## src/hdl/port_fifo.sv

```systemverilog
`timescale 1ns/1ps

module port_fifo #(
    parameter int DEPTH = 4,
    parameter int WIDTH = 32
) (
    input  logic             clk,
    input  logic             rst_n,
    input  logic             push,
    input  logic [WIDTH-1:0] wdata,
    input  logic             pop,
    output logic [WIDTH-1:0] rdata,
    output logic             full,
    output logic             empty
);

    localparam int PTR_BITS = (DEPTH > 1) ? $clog2(DEPTH) : 1;

    logic [WIDTH-1:0]    mem [DEPTH];
    logic [PTR_BITS-1:0] wr_ptr;
    logic [PTR_BITS-1:0] rd_ptr;
    logic [PTR_BITS:0]   count;
    logic                do_push;
    logic                do_pop;

    assign do_push = push && !full;   // push into a full queue is lost
    assign do_pop  = pop && !empty;

    always_ff @(posedge clk) begin
        if (!rst_n) begin
            wr_ptr <= '0;
            rd_ptr <= '0;
            count  <= '0;
        end else begin
            if (do_push) begin
                wr_ptr <= (wr_ptr == PTR_BITS'(DEPTH - 1)) ? '0 : wr_ptr + 1'b1;
            end
            if (do_pop) begin
                rd_ptr <= (rd_ptr == PTR_BITS'(DEPTH - 1)) ? '0 : rd_ptr + 1'b1;
            end
            if (do_push && !do_pop) begin
                count <= count + 1'b1;
            end else if (do_pop && !do_push) begin
                count <= count - 1'b1;
            end
        end
    end

    always_ff @(posedge clk) begin
        if (do_push) begin
            mem[wr_ptr] <= wdata;
        end
    end

    assign rdata = mem[rd_ptr];  // fall-through head word
    assign full  = (count == (PTR_BITS + 1)'(DEPTH));
    assign empty = (count == '0);

endmodule

```

## config.mk

```make
export PLATFORM = sky130hd
export DESIGN_NAME = port_fifo
export DESIGN_NICKNAME = d
export VERILOG_FILES = /design/src/hdl/port_fifo.sv
export SDC_FILE = /design/constraint.sdc
export NUM_CORES = 1
export LEC_CHECK = 0
export ABC_AREA = 1
export BUFFER_PORTS_ARGS = -buffer_cell sky130_fd_sc_hd__buf_2
export CAP_MARGIN = 20
export CORE_UTILIZATION = 41
export DETAILED_ROUTE_END_ITERATION = 8
export GPL_ROUTABILITY_DRIVEN = 0
export PLACE_DENSITY = 0.65
export SETUP_SLACK_MARGIN = 0.3
export SYNTH_ARGS = -nofsm -noshare
export SYNTH_HDL_FRONTEND = slang
export SYNTH_SLANG_ARGS = --single-unit
```

## constraint.sdc

```tcl
create_clock -name clk -period 2.4 [get_ports clk]
set_input_delay 0.24 -clock clk [delete_from_list [all_inputs] [get_ports clk]]
set_output_delay 0.24 -clock clk [all_outputs]
set_load 0.005 [all_outputs]
```

==> reports/results.tsv <==
stage	metric	value	unit
logic_synthesis	syn_area	5275	um^2
power	power.density	1153	nW/um^2
clocking	postCtsSetupRepairBufs	0	
floorplan	dieArea	13320	um^2
timing	fin_crit	1904	ps
setup_path	crit_type	reg -> out	
clocking	tritoncts	done	
floorplan	initial_core_util	41.97	%
logic_synthesis	synthSimpleGateAreaFrac	7.187	%
logic_synthesis	ys_seq_elements	137	
logic_synthesis	synth_xor_area_share	0	%
floorplan	ios	70	
drt	drtAntennaViolNets	0	
logic_synthesis	syn_nets	424	
logic_synthesis	muxShareOfSynthArea	0	%
logic_synthesis	synth.distinct_cells	20	
timing	rsz0062_at_grt	false	
global_route	grt_pass1_vias	3165	
power	p_leak	0.002351	uW
floorplan	fp.coreArea	12570	um^2
timing	hold_viol	0	
logic_synthesis	synth_common_cells	128 x edfxtp_1, 81 x nor2_1, 38 x o21ai_0	
clocking	clk_path_buf_depth	2	
logic_synthesis	synth_top_cells_by_area	edfxtp_1 73%, nor2_1 5.8%, o22ai_1 3.8%, o21ai_0 3.6%, dfxtp_1 3.4%	
logic_synthesis	ys.flop_type	edfxtp_1	
setup_path	crit_buf_inv	2	
clocking	htree_levels	4	
min_path	min_path_type	in -> reg	
clocking	cts.sinks	137	
final_layout	n_antenna_cell	0	
floorplan	die-height	115.4	um
outcome	status	finished clean	
power	power.total	7421	uW
global_route	antenna_found_initial	1	
setup_path	crit_arrival	1660	ps
clocking	cts_made_buffers	17	
clocking	cts_hold_buf	0	
logic_synthesis	netlist_instances	381	
drt	wl	10120	um
global_route	grt_pass1_wl	15640	um
timing	tightestPinTransition	380.4	ps
logic_synthesis	post_synth.cell_area_avg	13.85	um^2
timing	skew	7.787	ps
final_layout	areaGrowthSynthToFinish	22.04	%
logic_synthesis	synth.most_common_cell	edfxtp_1	
setup_path	path_max_fanout	30	
setup_path	path_cells	buf_6, o21ai_0, o22ai_1, buf_2	
logic_synthesis	synth-async-reset-ratio	0	%
setup_path	critical_path.top_delay_family	flip-flops	
timing	fmax	0.5252	GHz
logic_synthesis	seq_area_frac_synth	76.28	%
placement	port_buffers	69	
setup_path	end_kind	output pin	
power	vdd_ir_drop_max	668.1	uV
setup_path	crit_slowest_cell	dfxtp_4	
final_layout	nets	507	
logic_synthesis	synthAdderAreaFrac	1.803	%
global_route	grt.total_usage	16.36	%
drt	via_count	3207	
logic_synthesis	synth_edf_count	128	
timing	max-slew-margin-rel	74.64	%
clocking	cts-root-buf	clkbuf_16	
logic_synthesis	yosysWarnings	0	
drt	detail_route.drc_violations	0	
drt	vias_per_cell	4.941	
floorplan	fp-row-count	41	
drt	drt_iter0_markers	170	
clocking	path_clk_slew	60	ps
run	drv_cap	0	
clocking	clk_latency	410	ps
drt	first_pass_iters	4	
setup_path	cp.required	2160	ps
setup_path	start_kind	register	
timing	finalSetupViolations	0	
final_layout	drive_gt1_share	24.95	%
logic_synthesis	synth_area_leader_cell	edfxtp_1	
timing	timing.final.crit_share	79.34	%
timing	holdWs	42.32	ps
drt	routedWlPerCell	15.59	um
logic_synthesis	synth-compound-area-share	10.25	%
placement	dpl.hpwl	6042	um
setup_path	max_stage_delay	470	ps
timing	maxSlewViolCount	0	
logic_synthesis	synth_top_family_by_area	compound AO/OA/AOI/OAI gates	
global_route	gr-total-overflow	0	
logic_synthesis	synth_top_area_share	72.87	%
floorplan	die_w	115.4	um
global_route	grt_max_degree	65	
-- per-layer routing --
layer	share of wire, %	track usage (%)	up-vias
met1	44	19.68	1556
met5	0	0	-
met2	50	26.71	88
met3	6.2	6.590	2
met4	0.25	5.714	0
li1	-	-	1561
-- layout by cell type (no fill, tap or decap) --
cell type / instances
a21oi_1: 2
o21ai_1: 28
buf_6: 2
o22ai_1: 32
ha_1: 6
nand3b_1: 1
dfxtp_2: 1
dfxtp_4: 1
nor2_4: 4
nand3_1: 1
inv_1: 17
edfxtp_1: 128
o21ai_0: 38
clkbuf_1: 1
clkinv_2: 2
clkinv_4: 1
inv_4: 1
fa_1: 1
buf_2: 69
bufinv_16: 4
nor2_1: 77
nand4_1: 1
inv_8: 1
dfxtp_1: 7
clkinv_1: 3
buf_4: 12
nand2_1: 15
clkbuf_16: 17
clkinvlp_4: 4
-- cells by family (layout without fill, tap and decap cells) --
| family | count (synthesis) | in the layout |
|---|---|---|
| and+or+nand+nor | 99 | 99 |
| adders and majority gates | 7 | 7 |
| buffers and inverters | 38 | 134 |
| AOI/OAI and AO/OA | 100 | 100 |
| DFF | 137 | 137 |
-- cell type report --
type	instances	area [um^2]
Fill cell	1089	6131
Sequential cell	137	4029
Multi-Input combinational cell	206	1045
Timing Repair Buffer	83	457.9
Clock buffer	18	429.2
Tap cell	172	215.2
Clock inverter	14	180.2
Inverter	19	81.33
-- path summary, 6_finish.rpt --
kind,start,endpoint,slack (ps),cells after the start
setup / recovery,register,rdata[4],500,4
hold / removal,wdata[16],mem[0][16],40,1
setup reg to reg,count[1],count[2],560,12
hold reg to reg,count[0],count[0],520,2
-- worst reg2reg max path, cell delays in order, from the launching register on --
cell and delay, ps:
dfxtp_1 330, nor2_1 160, nand2_1 100, nand2_1 170, ha_1 200, inv_1 70
fa_1 380, inv_1 60, nand2_1 60, nand3_1 90, nand2_1 50, inv_1 40
nor2_1 30
-- repair_timing --
action	CTS	global route
pin swaps	0	0
gates resized for setup	2	4
setup endpoints to repair	4	21
-- state kept, by name (all words and copies together), names as in the netlist, named ones only --
signal,cells
wr_ptr,2
rd_ptr,2
mem,128
count,3
-- power by group --
group          internal, uW  switching, uW
combinational           657           1080
sequential             2930            127
clock                  1720            912
total                  5300           2120
-- through the flow --
| stage | worst slack [ps] | cells | setup TNS, ps | utilization, % | area (um^2) |
|---|---|---|---|---|---|
| after floorplan | -53.21 | 381 | -6811 | - | 5275 |
| after global placement | 690.8 | 617 | 0 | 46.26 | 5814 |
| after detailed placement | 553.9 | 617 | 0 | 46.26 | 5814 |
| after CTS | 303.2 | 649 | 0 | 51.17 | 6431 |
| after global routing | 334.9 | 649 | 0 | 51.22 | 6437 |
| final | 495.8 | 649 | 0 | 51.22 | 6437 |
Power figures use the tool's default switching activity.
