--- config.mk ---
export PLATFORM = sky130hd
export DESIGN_NAME = leaf_depacketizer_flat
export DESIGN_NICKNAME = d
export VERILOG_FILES = /design/src/hdl/bft_pkg.sv /design/src/hdl/leaf_pkg.sv /design/src/hdl/route_cfg_if.sv /design/src/hdl/leaf_depacketizer.sv /design/src/flat_wrapper.sv
export SDC_FILE = /design/constraint.sdc
export NUM_CORES = 1
export LEC_CHECK = 0
export BUFFER_PORTS_ARGS = -buffer_cell sky130_fd_sc_hd__buf_2
export CAP_MARGIN = 40
export CORE_ASPECT_RATIO = 0.75
export CORE_MARGIN = 3
export CORE_UTILIZATION = 38
export CTS_BUF_LIST = sky130_fd_sc_hd__clkbuf_4 sky130_fd_sc_hd__clkbuf_8
export CTS_CLUSTER_DIAMETER = 40
export CTS_CLUSTER_SIZE = 40
export DETAILED_ROUTE_END_ITERATION = 8
export PLACE_DENSITY = 0.85
export SLEW_MARGIN = 0
export SYNTH_ARGS = -nofsm -noshare
export SYNTH_HDL_FRONTEND = slang
export SYNTH_SLANG_ARGS = --single-unit
--- constraint.sdc ---
create_clock -name clk -period 1.9 [get_ports clk]
set_input_delay 0.38 -clock clk [delete_from_list [all_inputs] [get_ports clk]]
set_output_delay 0.38 -clock clk [all_outputs]
set_load 0.02 [all_outputs]
--- src/hdl/bft_pkg.sv ---
package bft_pkg;

    localparam int PACKET_BITS  = 49;
    localparam int PAYLOAD_BITS = 32;
    localparam int LEAF_BITS    = 5;
    localparam int PORT_BITS    = 4;

    // field positions inside a tree packet
    localparam int VALID_POS    = 48;
    localparam int LEAF_MSB     = 47;
    localparam int LEAF_LSB     = 43;
    localparam int PORT_MSB     = 42;
    localparam int PORT_LSB     = 39;
    localparam int RSVD_MSB     = 38;  // reserved, always zero on the bus
    localparam int RSVD_LSB     = 32;
    localparam int PAYLOAD_MSB  = 31;
    localparam int PAYLOAD_LSB  = 0;

    typedef logic [PACKET_BITS-1:0] packet_t;
    typedef logic [LEAF_BITS-1:0]   leaf_id_t;
    typedef logic [PORT_BITS-1:0]   port_id_t;

    // port 0 of a leaf is its route-table configuration port
    localparam port_id_t CFG_PORT = 4'd0;

endpackage
--- src/hdl/leaf_pkg.sv ---
package leaf_pkg;

    localparam int WORD_BITS  = 32;
    localparam int ROUTE_BITS = bft_pkg::LEAF_BITS + bft_pkg::PORT_BITS;

    typedef logic [WORD_BITS-1:0] word_t;

    // same order as the packet header, leaf above port
    typedef logic [ROUTE_BITS-1:0] route_t;

    localparam int ROUTE_LEAF_MSB = ROUTE_BITS - 1;
    localparam int ROUTE_LEAF_LSB = bft_pkg::PORT_BITS;
    localparam int ROUTE_PORT_MSB = bft_pkg::PORT_BITS - 1;
    localparam int ROUTE_PORT_LSB = 0;

    // config payload layout
    localparam int CFG_OPORT_MSB = 3;   // output port to program
    localparam int CFG_OPORT_LSB = 0;
    localparam int CFG_LEAF_MSB  = 8;   // destination leaf
    localparam int CFG_LEAF_LSB  = 4;
    localparam int CFG_DPORT_MSB = 12;  // destination port
    localparam int CFG_DPORT_LSB = 9;

endpackage

--- src/hdl/route_cfg_if.sv ---
`timescale 1ns/1ps

interface route_cfg_if;

    logic                we;        // one cycle per accepted config packet
    bft_pkg::port_id_t   out_port;  // 1..NUM_OUT_PORTS
    leaf_pkg::route_t    route;

    modport master (
        output we,
        output out_port,
        output route
    );

    modport slave (
        input we,
        input out_port,
        input route
    );

endinterface

--- src/hdl/leaf_depacketizer.sv ---
`timescale 1ns/1ps

module leaf_depacketizer #(
    parameter int                NUM_IN_PORTS = 3,
    parameter bft_pkg::leaf_id_t LEAF_ID      = 5'd0
) (
    input  logic                    clk,
    input  logic                    rst_n,
    input  bft_pkg::packet_t        din,
    output logic [NUM_IN_PORTS-1:0] fifo_we,
    output leaf_pkg::word_t         fifo_wdata,
    route_cfg_if.master             cfg
);

    logic              vld_q;
    bft_pkg::leaf_id_t leaf_q;
    bft_pkg::port_id_t port_q;
    leaf_pkg::word_t   payload_q;
    logic              leaf_hit;

    always_ff @(posedge clk) begin
        if (!rst_n) begin
            vld_q <= 1'b0;
        end else begin
            vld_q <= din[bft_pkg::VALID_POS];
        end
    end

    always_ff @(posedge clk) begin
        leaf_q    <= din[bft_pkg::LEAF_MSB:bft_pkg::LEAF_LSB];
        port_q    <= din[bft_pkg::PORT_MSB:bft_pkg::PORT_LSB];
        payload_q <= din[bft_pkg::PAYLOAD_MSB:bft_pkg::PAYLOAD_LSB];
    end

    assign leaf_hit = vld_q && (leaf_q == LEAF_ID);

    // port 0 programs the route table
    assign cfg.we       = leaf_hit && (port_q == bft_pkg::CFG_PORT);
    assign cfg.out_port = payload_q[leaf_pkg::CFG_OPORT_MSB:leaf_pkg::CFG_OPORT_LSB];
    assign cfg.route    = {payload_q[leaf_pkg::CFG_LEAF_MSB:leaf_pkg::CFG_LEAF_LSB],
                           payload_q[leaf_pkg::CFG_DPORT_MSB:leaf_pkg::CFG_DPORT_LSB]};

    // ports above NUM_IN_PORTS match no bit and are dropped
    always_comb begin
        for (int i = 0; i < NUM_IN_PORTS; i++) begin
            fifo_we[i] = leaf_hit && (port_q == bft_pkg::port_id_t'(i + 1));
        end
    end

    assign fifo_wdata = payload_q;  // shared by all input queues

endmodule

--- src/flat_wrapper.sv ---
// flat-port wrapper written by rule: the top's interface ports become plain ports
module leaf_depacketizer_flat 
#(
    parameter int                NUM_IN_PORTS = 3,
    parameter bft_pkg::leaf_id_t LEAF_ID      = 5'd0
)
  (clk, rst_n, din, fifo_we, fifo_wdata, cfg_we, cfg_out_port, cfg_route);
  route_cfg_if cfg_i ();
  input  logic clk;
  input  logic rst_n;
  input  bft_pkg::packet_t din;
  output logic [NUM_IN_PORTS-1:0] fifo_we;
  output leaf_pkg::word_t fifo_wdata;
  output wire logic [$bits(cfg_i.we)-1:0] cfg_we;
  output wire logic [$bits(cfg_i.out_port)-1:0] cfg_out_port;
  output wire logic [$bits(cfg_i.route)-1:0] cfg_route;
  assign cfg_we = cfg_i.we;
  assign cfg_out_port = cfg_i.out_port;
  assign cfg_route = cfg_i.route;
  leaf_depacketizer #(.NUM_IN_PORTS(NUM_IN_PORTS), .LEAF_ID(LEAF_ID)) u_core (.clk(clk), .rst_n(rst_n), .din(din), .fifo_we(fifo_we), .fifo_wdata(fifo_wdata), .cfg(cfg_i));
endmodule
==> results, run 1 <==
- The run finished, with violations left.
- The final reports fail on negative setup slack.
- Measured on the finished design, the core utilization comes to a little over three fifths.
- The total area of sequential cells is between 800 and 900 um^2.
- The average size of a mapped cell is around 16 um^2.
- The count of state elements after synthesis is 42.
- The mean routed wirelength per cell is roughly 12 um.
- The total core area is 2400 um^2.
- At the end of routability-driven placement, the weighted congestion stood at around 0.67.
- The net switching power figure is between 0.3 and 0.4 mW.
- The area taken by multi-input logic gates is slightly below 90 um^2.
- TritonCTS built the clock tree.
- The die span in y is slightly above 50 um.
- The final-report max-slew violation count was 0.
- The worst-case vdd ir drop is roughly 660 uV.
- Yosys mapped the design onto 10 distinct sky130hd cell types.
- The number of global-route vias before repair was 748.
- In this run the biggest area consumer among cell types represents a little over four fifths of the synthesized area.
- Wires add up to 2270 um.
- met2 is the most crowded layer.
- STA classifies the critical path startpoint as a flip-flop.
- The final-report hold violation count is 0.
- The worst setup slack before clock tree synthesis is just under 0.1 ns.
- Detailed routing inserted a total of around 740 vias.
- The leading cell type in the layout, fill and taps excluded is sky130_fd_sc_hd__buf_2.
- The initial antenna violation count is 0.
- The number of routed nets with antenna violations is 0.
- The worst path in the final design needs a cycle of 2.05 ns, including I/O delays and setup.
- In this run the worst hold path is classified as primary input to flip-flop.
- Compared with the post-synthesis result, the final layout area differs by 50.2%.
- The filler cells instantiated in the layout total approximately 200.
- The netlist area before placement is 1000 um^2.
- Setup repair after global routing could not meet its margin everywhere.
- sky130_fd_sc_hd__dfxtp_1 takes more of the synthesized area than any other cell.
- Dividing the detail-routed via count by the number of cells gives roughly 4.
- The highest clock frequency the design can meet is roughly 500 MHz.
- The sum of net half-perimeters after detailed placement is between 1500 and 2000 um.
- Global routing consumed, on the met2 layer, roughly a quarter of the routing resources.
- STA puts the critical path data arrival time at between 1.5 and 2 ns.
- At the end of the flow, the number of nets in the layout was about 200.
- When the netlist entered floorplanning its net count stood at 115.
- The number of placement rows is 15.
- The final instance area is roughly 1500 um^2.
- The number of maximum-capacitance violations is 0.
- The required time at the endpoint of the critical path is 1.52 ns.
- The worst pin sits at a relative slew slack of a little over four fifths.
- The largest driver fanout on the critical path is 4.
- For this design the ratio of total power to cell area is 1020 nW/um^2.
- The number of iterations in the first detailed-routing pass is 3.
- The initial standard-cell utilization of the core is between 40% and 50%.
- In this run the horizontal extent of the chip is between 60 and 70 um.
- The number of clock buffers added by TritonCTS is 5.
- The die covers between 3000 and 4000 um^2.
- The critical path start-end classification is flip-flop to output port.
- The number of setup buffers added after CTS is 0.
- The post-route netlist has 69.5% of its cells at a drive strength greater than 1.
- At the pin with the least slew margin, the transition time is 0.225 ns.
- In this run the deepest clock path goes through 2 buffers.
- In the routed design, unresolved DRC markers number 0.
- In this run switching power makes up 24.7% of total power.
- The leakage component of the power is between 0.7 and 0.8 nW.
- The clock network is responsible for about 28% of the overall power.
- The post-synthesis share of cell area spent on and, or, nand and nor gates is under 10%.
- Of the total synthesized cell area, the portion taken by XOR and XNOR cells is 0%.
- The complex-gate fraction of the synthesized area is 0%.
- In the layout the commonest cells are 88 x sky130_fd_sc_hd__buf_2, 42 x sky130_fd_sc_hd__dfxtp_1, 6 x sky130_fd_sc_hd__clkbuf_4.
- For this run, global-route usage on met3 was measured as about 8.5%.
- The cts-stage hold buffer count is 0.
- Summed over all failing endpoints, the final setup total negative slack is -0.516 ns.
- Combinational logic is responsible for a little over a tenth of the overall power.
- The first global-routing pass estimated around 3400 um of wire.
- In the synthesized netlist, mux cells make up 0% of the area.
- Cell internal power was estimated by the tool at ~1.2 mW.
- The maximum level of the CTS H-tree is 2.
- After Yosys synthesis, full adders, half adders and majority gates account for 0% of the synthesized area.
- The pin count of the biggest net entering global routing is 14.
- The antenna diode instance count is 0.
- The sequential cell area fraction in the yosys report is 83.9%.
- Of the available clock period, the critical path in the final layout requires 108%.
- Synthesis produced a netlist whose cell count is 64.
- The tree is rooted in a sky130_fd_sc_hd__clkbuf_4.
- The post-CTS clock slew at the launch and capture registers of the worst setup and hold paths is between 0.1 and 0.15 ns.
- The met1 track demand over resource is about 15%.
- By area, the combinational part of the netlist is dominated by buffers and inverters.
- The sequential group share of total power is 61.6%.
- The count of input and output buffers is slightly above 90.
- The worst setup path is captured at an output port.
- In this run, the number of DRC markers left after iteration 0 of detailed routing was 10.
- The number of failing setup endpoints in the final timing report is 4.
- Global routing used 14.9% of the available tracks.
- The total grt overflow is 0.
- The final setup slack of the worst path is -0.148 ns.
- The yosys synthesis warning count is 0.
- After detailed placement, the total cell area comes to ~1400 um^2.
- By area the synthesized netlist is led by sky130_fd_sc_hd__dfxtp_1 84%, sky130_fd_sc_hd__buf_4 9.7%, sky130_fd_sc_hd__nor4b_2 1.5%, sky130_fd_sc_hd__nor4_1 1.2%, sky130_fd_sc_hd__or4b_1 1.0%.
- The clock net sink count is 42.
- The count of boundary I/O pins is 100.
[Yosys cell counts]
| cell | count |
|---|---|
| sky130_fd_sc_hd__nor4b_2 | 1 |
| sky130_fd_sc_hd__buf_4 | 13 |
| sky130_fd_sc_hd__or4_1 | 1 |
| sky130_fd_sc_hd__nor4_1 | 2 |
| sky130_fd_sc_hd__nand2_1 | 1 |
| sky130_fd_sc_hd__or4b_1 | 1 |
| sky130_fd_sc_hd__inv_1 | 1 |
| sky130_fd_sc_hd__and2_1 | 1 |
| sky130_fd_sc_hd__nor3_1 | 1 |
| sky130_fd_sc_hd__dfxtp_1 | 42 |
[flip-flops by register name, summed over array words and instances (netlist names)]
| signal | cells |
|---|---|
| u_core.vld_q | 1 |
| u_core.leaf_q | 5 |
| u_core.port_q | 4 |
| u_core.fifo_wdata | 32 |
[per-stage QoR]
step	power [mW]	cells	hold WS [ns]
after global placement	1.12	177	0.482
after global routing	1.62	185	0.0937
after CTS	1.56	185	0.113
after detailed placement	1.12	177	0.484
after floorplan	1.05	64	0.408
final	1.53	185	0.129
[cell type report]
class | count | share of cell area [%]
Inverter | 1 | 0.249
Sequential cell | 42 | 55.9
Multi-Input combinational cell | 8 | 5.90
Tap cell | 34 | 2.83
Clock buffer | 6 | 2.99
Timing Repair Buffer | 92 | 31.3
Clock inverter | 2 | 0.914
[power groups by stage]
stage          registers [mW]  logic [mW]  clock network [mW]
3_3_place_gp            0.960       0.159                   0
4_1_cts                 0.945       0.163               0.449
2_1_floorplan            1.01      0.0428                   0
3_5_place_dp            0.963       0.162                   0
5_1_grt                 0.950       0.172               0.493
6_report                0.944       0.162               0.428
[critical path, cell delays in order (launching register included)]
cell and delay (ns):
sky130_fd_sc_hd__dfxtp_1 0.31, sky130_fd_sc_hd__or4b_4 0.58, sky130_fd_sc_hd__nor4b_4 0.27, sky130_fd_sc_hd__buf_4 0.18
[path summary, 6_finish.rpt]
path	start	to	slack (ns)	depth (start not counted)
max	u_core.leaf_q[4]	fifo_we[1]	-0.15	3
min	din[43]	u_core.leaf_q[0]	0.13	1
[logic make-up (layout without fill, tap and decap cells)]
kind of cell / count (synthesis) / after routing
buf+inv: 14 / 101
flops: 42 / 42
simple gates: 8 / 8
[layer usage]
| layer | vias to the layer above | part of all wire (%) |
|---|---|---|
| met5 | - | 0 |
| met3 | 5 | 14 |
| met1 | 323 | 33 |
| met4 | 0 | 1.8 |
| li1 | 363 | - |
| met2 | 51 | 52 |
[what timing repair did]
| item | 4_1_cts | 5_1_grt |
|---|---|---|
| pin swaps | 4 | 0 |
| hold endpoints to repair | 0 | 0 |
| endpoints found under the setup margin | 4 | 4 |
| gates resized for setup | 4 | 5 |
Note: power is estimated with default switching activity, not from simulation.
==> run 2, diff against run 1 <==
--- a/config.mk
+++ b/config.mk
@@ -15,6 +15,7 @@
 export CTS_CLUSTER_SIZE = 40
 export DETAILED_ROUTE_END_ITERATION = 8
 export PLACE_DENSITY = 0.85
+export SETUP_SLACK_MARGIN = 0.15
 export SLEW_MARGIN = 0
 export SYNTH_ARGS = -nofsm -noshare
 export SYNTH_HDL_FRONTEND = slang
==> constraint.sdc (replaced) <==
create_clock -name clk -period 2.6 [get_ports clk]
set_input_delay 0.52 -clock clk [delete_from_list [all_inputs] [get_ports clk]]
set_output_delay 0.52 -clock clk [all_outputs]
set_load 0.02 [all_outputs]
==> run 2 against run 1 <==
Effect of this change:
- the flow now finishes without violations
- first-iteration DRC count decreased by 20%
- critical path depth unchanged
- total power decreased by 27%
- routed wire length decreased by 3.3%
- sequential share of layout area increased by 1.5 points
- core utilization decreased by 1.6 points
- clock-buffer cell count unchanged
- final area decreased by 2.6%
- critical endpoint is now cfg_we
- largest cell class unchanged
- largest power group unchanged
==> results, run 2 (synthesis gave the netlist of run 1 again) <==
- The width of the chip is approximately 65 um.
- The pin count of the biggest net entering global routing is 14.
- Across every metal layer, demand over resource in global routing totals ~14%.
- The maximum level of the CTS H-tree is 2.
- The wire length reported by the detailed router is 2200 um.
- The count of input and output buffers is 92.
- The detail route stage leaves a number of antenna-violating nets equal to 0.
- The tool flagged a number of max-cap violations equal to 0.
- The total of fill cells in the finished design is around 210.
- The worst min-delay path category is primary input to flip-flop.
- The worst hold path depth is 1.
- The buffer cell driving the clock tree root is sky130_fd_sc_hd__clkbuf_4.
- The count of boundary I/O pins is 100.
- In the routed layout, each cell is associated on average with a via count of 3.98.
- The total negative setup slack is 0 ns.
- The cell-internal power is between 0.8 and 0.9 mW.
- The buffers inserted during post-CTS setup optimization is 0.
- Summed over all cells, the static leakage comes to 0.773 nW.
- Overall power consumption after layout is estimated at 1.12 mW.
- The worst setup path is launched from a flip-flop.
- The number of global-route vias before repair is ~760.
- Setup repair after global routing left no endpoint under its margin.
- The die area is approximately 3300 um^2.
- The critical path goes through or4_1, nor4_1, buf_2.
- The post-CTS clock slew at the launch and capture registers of the worst setup and hold paths is 0.12 ns.
- For this run, the slowest stage of the critical path takes about 0.60 ns.
- The final-report hold violation count is 0.
- The net switching power figure is roughly 0.28 mW.
- The via total after detailed routing is approximately 740.
- The first global-routing pass estimated around 3300 um of wire.
- At the pin with the least slew margin, the transition time is approximately 0.25 ns.
- The run finished with clean final reports.
- Row generation in the floorplan step produced 15 rows.
- The combinational share of power is roughly a tenth.
- The final-report max-slew violation count came to 0.
- Data on the critical path is required at its endpoint by roughly 2.1 ns.
- The number of failing setup endpoints in the final timing report is 0.
- The area growth from synthesis to final layout is 46.3%.
- The total grt overflow is 0.
- In this run the worst path has a maximum fanout of 4.
- The power per unit of standard cell area is 764 nW/um^2.
- Counting the buffers created by CTS gives 5.
- The post-cts repair resize count is 0.
- Of the total power, the share spent switching nets is 24.8%.
- The critical path start-end classification is flip-flop to output port.
- The mean routed wirelength per cell is ~12 um.
- In the final layout, the multi-input gates occupy about 60 um^2.
- The die span in y is 50.5 um.
- The number of remaining DRC errors is 0.
- The sequential group share of total power is roughly three fifths.
- The total area of sequential cells is ~840 um^2.
- The worst min-delay path startpoint is din[9].
- Leaving out fill and tap cells, the most frequent cell in the layout is sky130_fd_sc_hd__buf_2.
- The detailed router's first-iteration violation count is 8.
- The cts-stage hold buffer count is 0.
- Data arrives at the worst endpoint at about 1.8 ns.
- The share of total power dissipated in the clock network is between 20% and 30%.
- The time the worst path needs with I/O delays and setup is between 2 and 2.5 ns.
- At the end of the flow, the number of nets in the layout was approximately 200.
- The post-route fraction of the period consumed by the critical path is roughly 90%.
- The CTS tree is built.
- The tightest slew margin relative to the limit is a little over four fifths.
- The worst setup path is captured at an output port.
- The global placer's final weighted congestion is approximately 0.67.
- Across the VDD grid, the largest voltage drop is 492 uV.
- Clock tree synthesis found a total of 42 sinks.
- The initial utilization of the core area, before any placement, comes to about two fifths.
- The antenna diode instance count is 0.
- Among all stages on the critical path, the largest delay is contributed by sky130_fd_sc_hd__or4_1.
- The clock passes through at most 2 buffers.
- The fraction of layout instances using a drive strength above 1 is between 60 and 70%.
- The post-layout utilization of the core is approximately three fifths.
- Derived from the worst setup path, the maximum achievable clock frequency is around 440 MHz.
- The number of iterations in the first detailed-routing pass is 4.
- After floorplanning, the core was sized to cover about 2400 um^2.
- The number of flip-flops under the largest register name is 32.
- The terminating pin of the worst hold path is u_core.fifo_wdata[9].
- The top cell types in the final layout, fill and taps aside, are 92 x sky130_fd_sc_hd__buf_2, 42 x sky130_fd_sc_hd__dfxtp_1, 6 x sky130_fd_sc_hd__clkbuf_4.
- The initial antenna violation count is 0.
-- run 2: critical path, delay by kind of cell, from the launching register on --
kind | cells | cell delay (ns)
AND/OR/NAND/NOR | 2 | 0.88
flip-flops | 1 | 0.31
buffers and inverters | 1 | 0.22
-- run 2: metrics by stage --
step	area, um^2	hold WS [ns]	instances	worst slack, ns
floorplan	1000	0.548	64	0.513
detailed placement	1410	0.624	177	0.701
CTS	1470	0.244	185	0.302
finish	1470	0.266	185	0.323
global placement	1410	0.622	177	0.752
global route	1470	0.222	185	0.192
-- run 2: worst max path at each step --
stage                startpoint    endpoint  slack (ns)  depth (start not counted)
3_5_place_dp   u_core.leaf_q[3]      cfg_we        0.70                          3
4_1_cts        u_core.leaf_q[3]      cfg_we        0.30                          3
6_report       u_core.leaf_q[3]      cfg_we        0.32                          3
2_1_floorplan  u_core.leaf_q[3]      cfg_we        0.51                          2
3_3_place_gp   u_core.leaf_q[3]  fifo_we[1]        0.75                          3
5_1_grt        u_core.leaf_q[3]  fifo_we[0]        0.19                          3
-- run 2: cell type report --
| class | count | share of cell area (%) |
|---|---|---|
| tap | 34 | 2.90 |
| sequential | 42 | 57.3 |
| inverter | 1 | 0.256 |
| timing repair buffer | 92 | 31.4 |
| clock inverter | 2 | 0.939 |
| multi-input combinational | 8 | 4.10 |
| clock buffer | 6 | 3.07 |
-- run 2: power by group through the flow --
stage / clock [mW] / combinational (mW) / sequential, mW
2_1_floorplan: 0 / 0.0313 / 0.738
3_3_place_gp: 0 / 0.116 / 0.702
3_5_place_dp: 0 / 0.118 / 0.703
4_1_cts: 0.331 / 0.119 / 0.689
5_1_grt: 0.362 / 0.124 / 0.692
6_report: 0.315 / 0.117 / 0.688
-- run 2: metal layers --
metal  global-route usage, %  up-vias  wire length (um)
met5                       0        -                 0
met4                    6.21        0                36
met3                    12.8        5               360
met2                    23.0       52              1130
met1                    12.4      316               668
li1                        -      364                 -
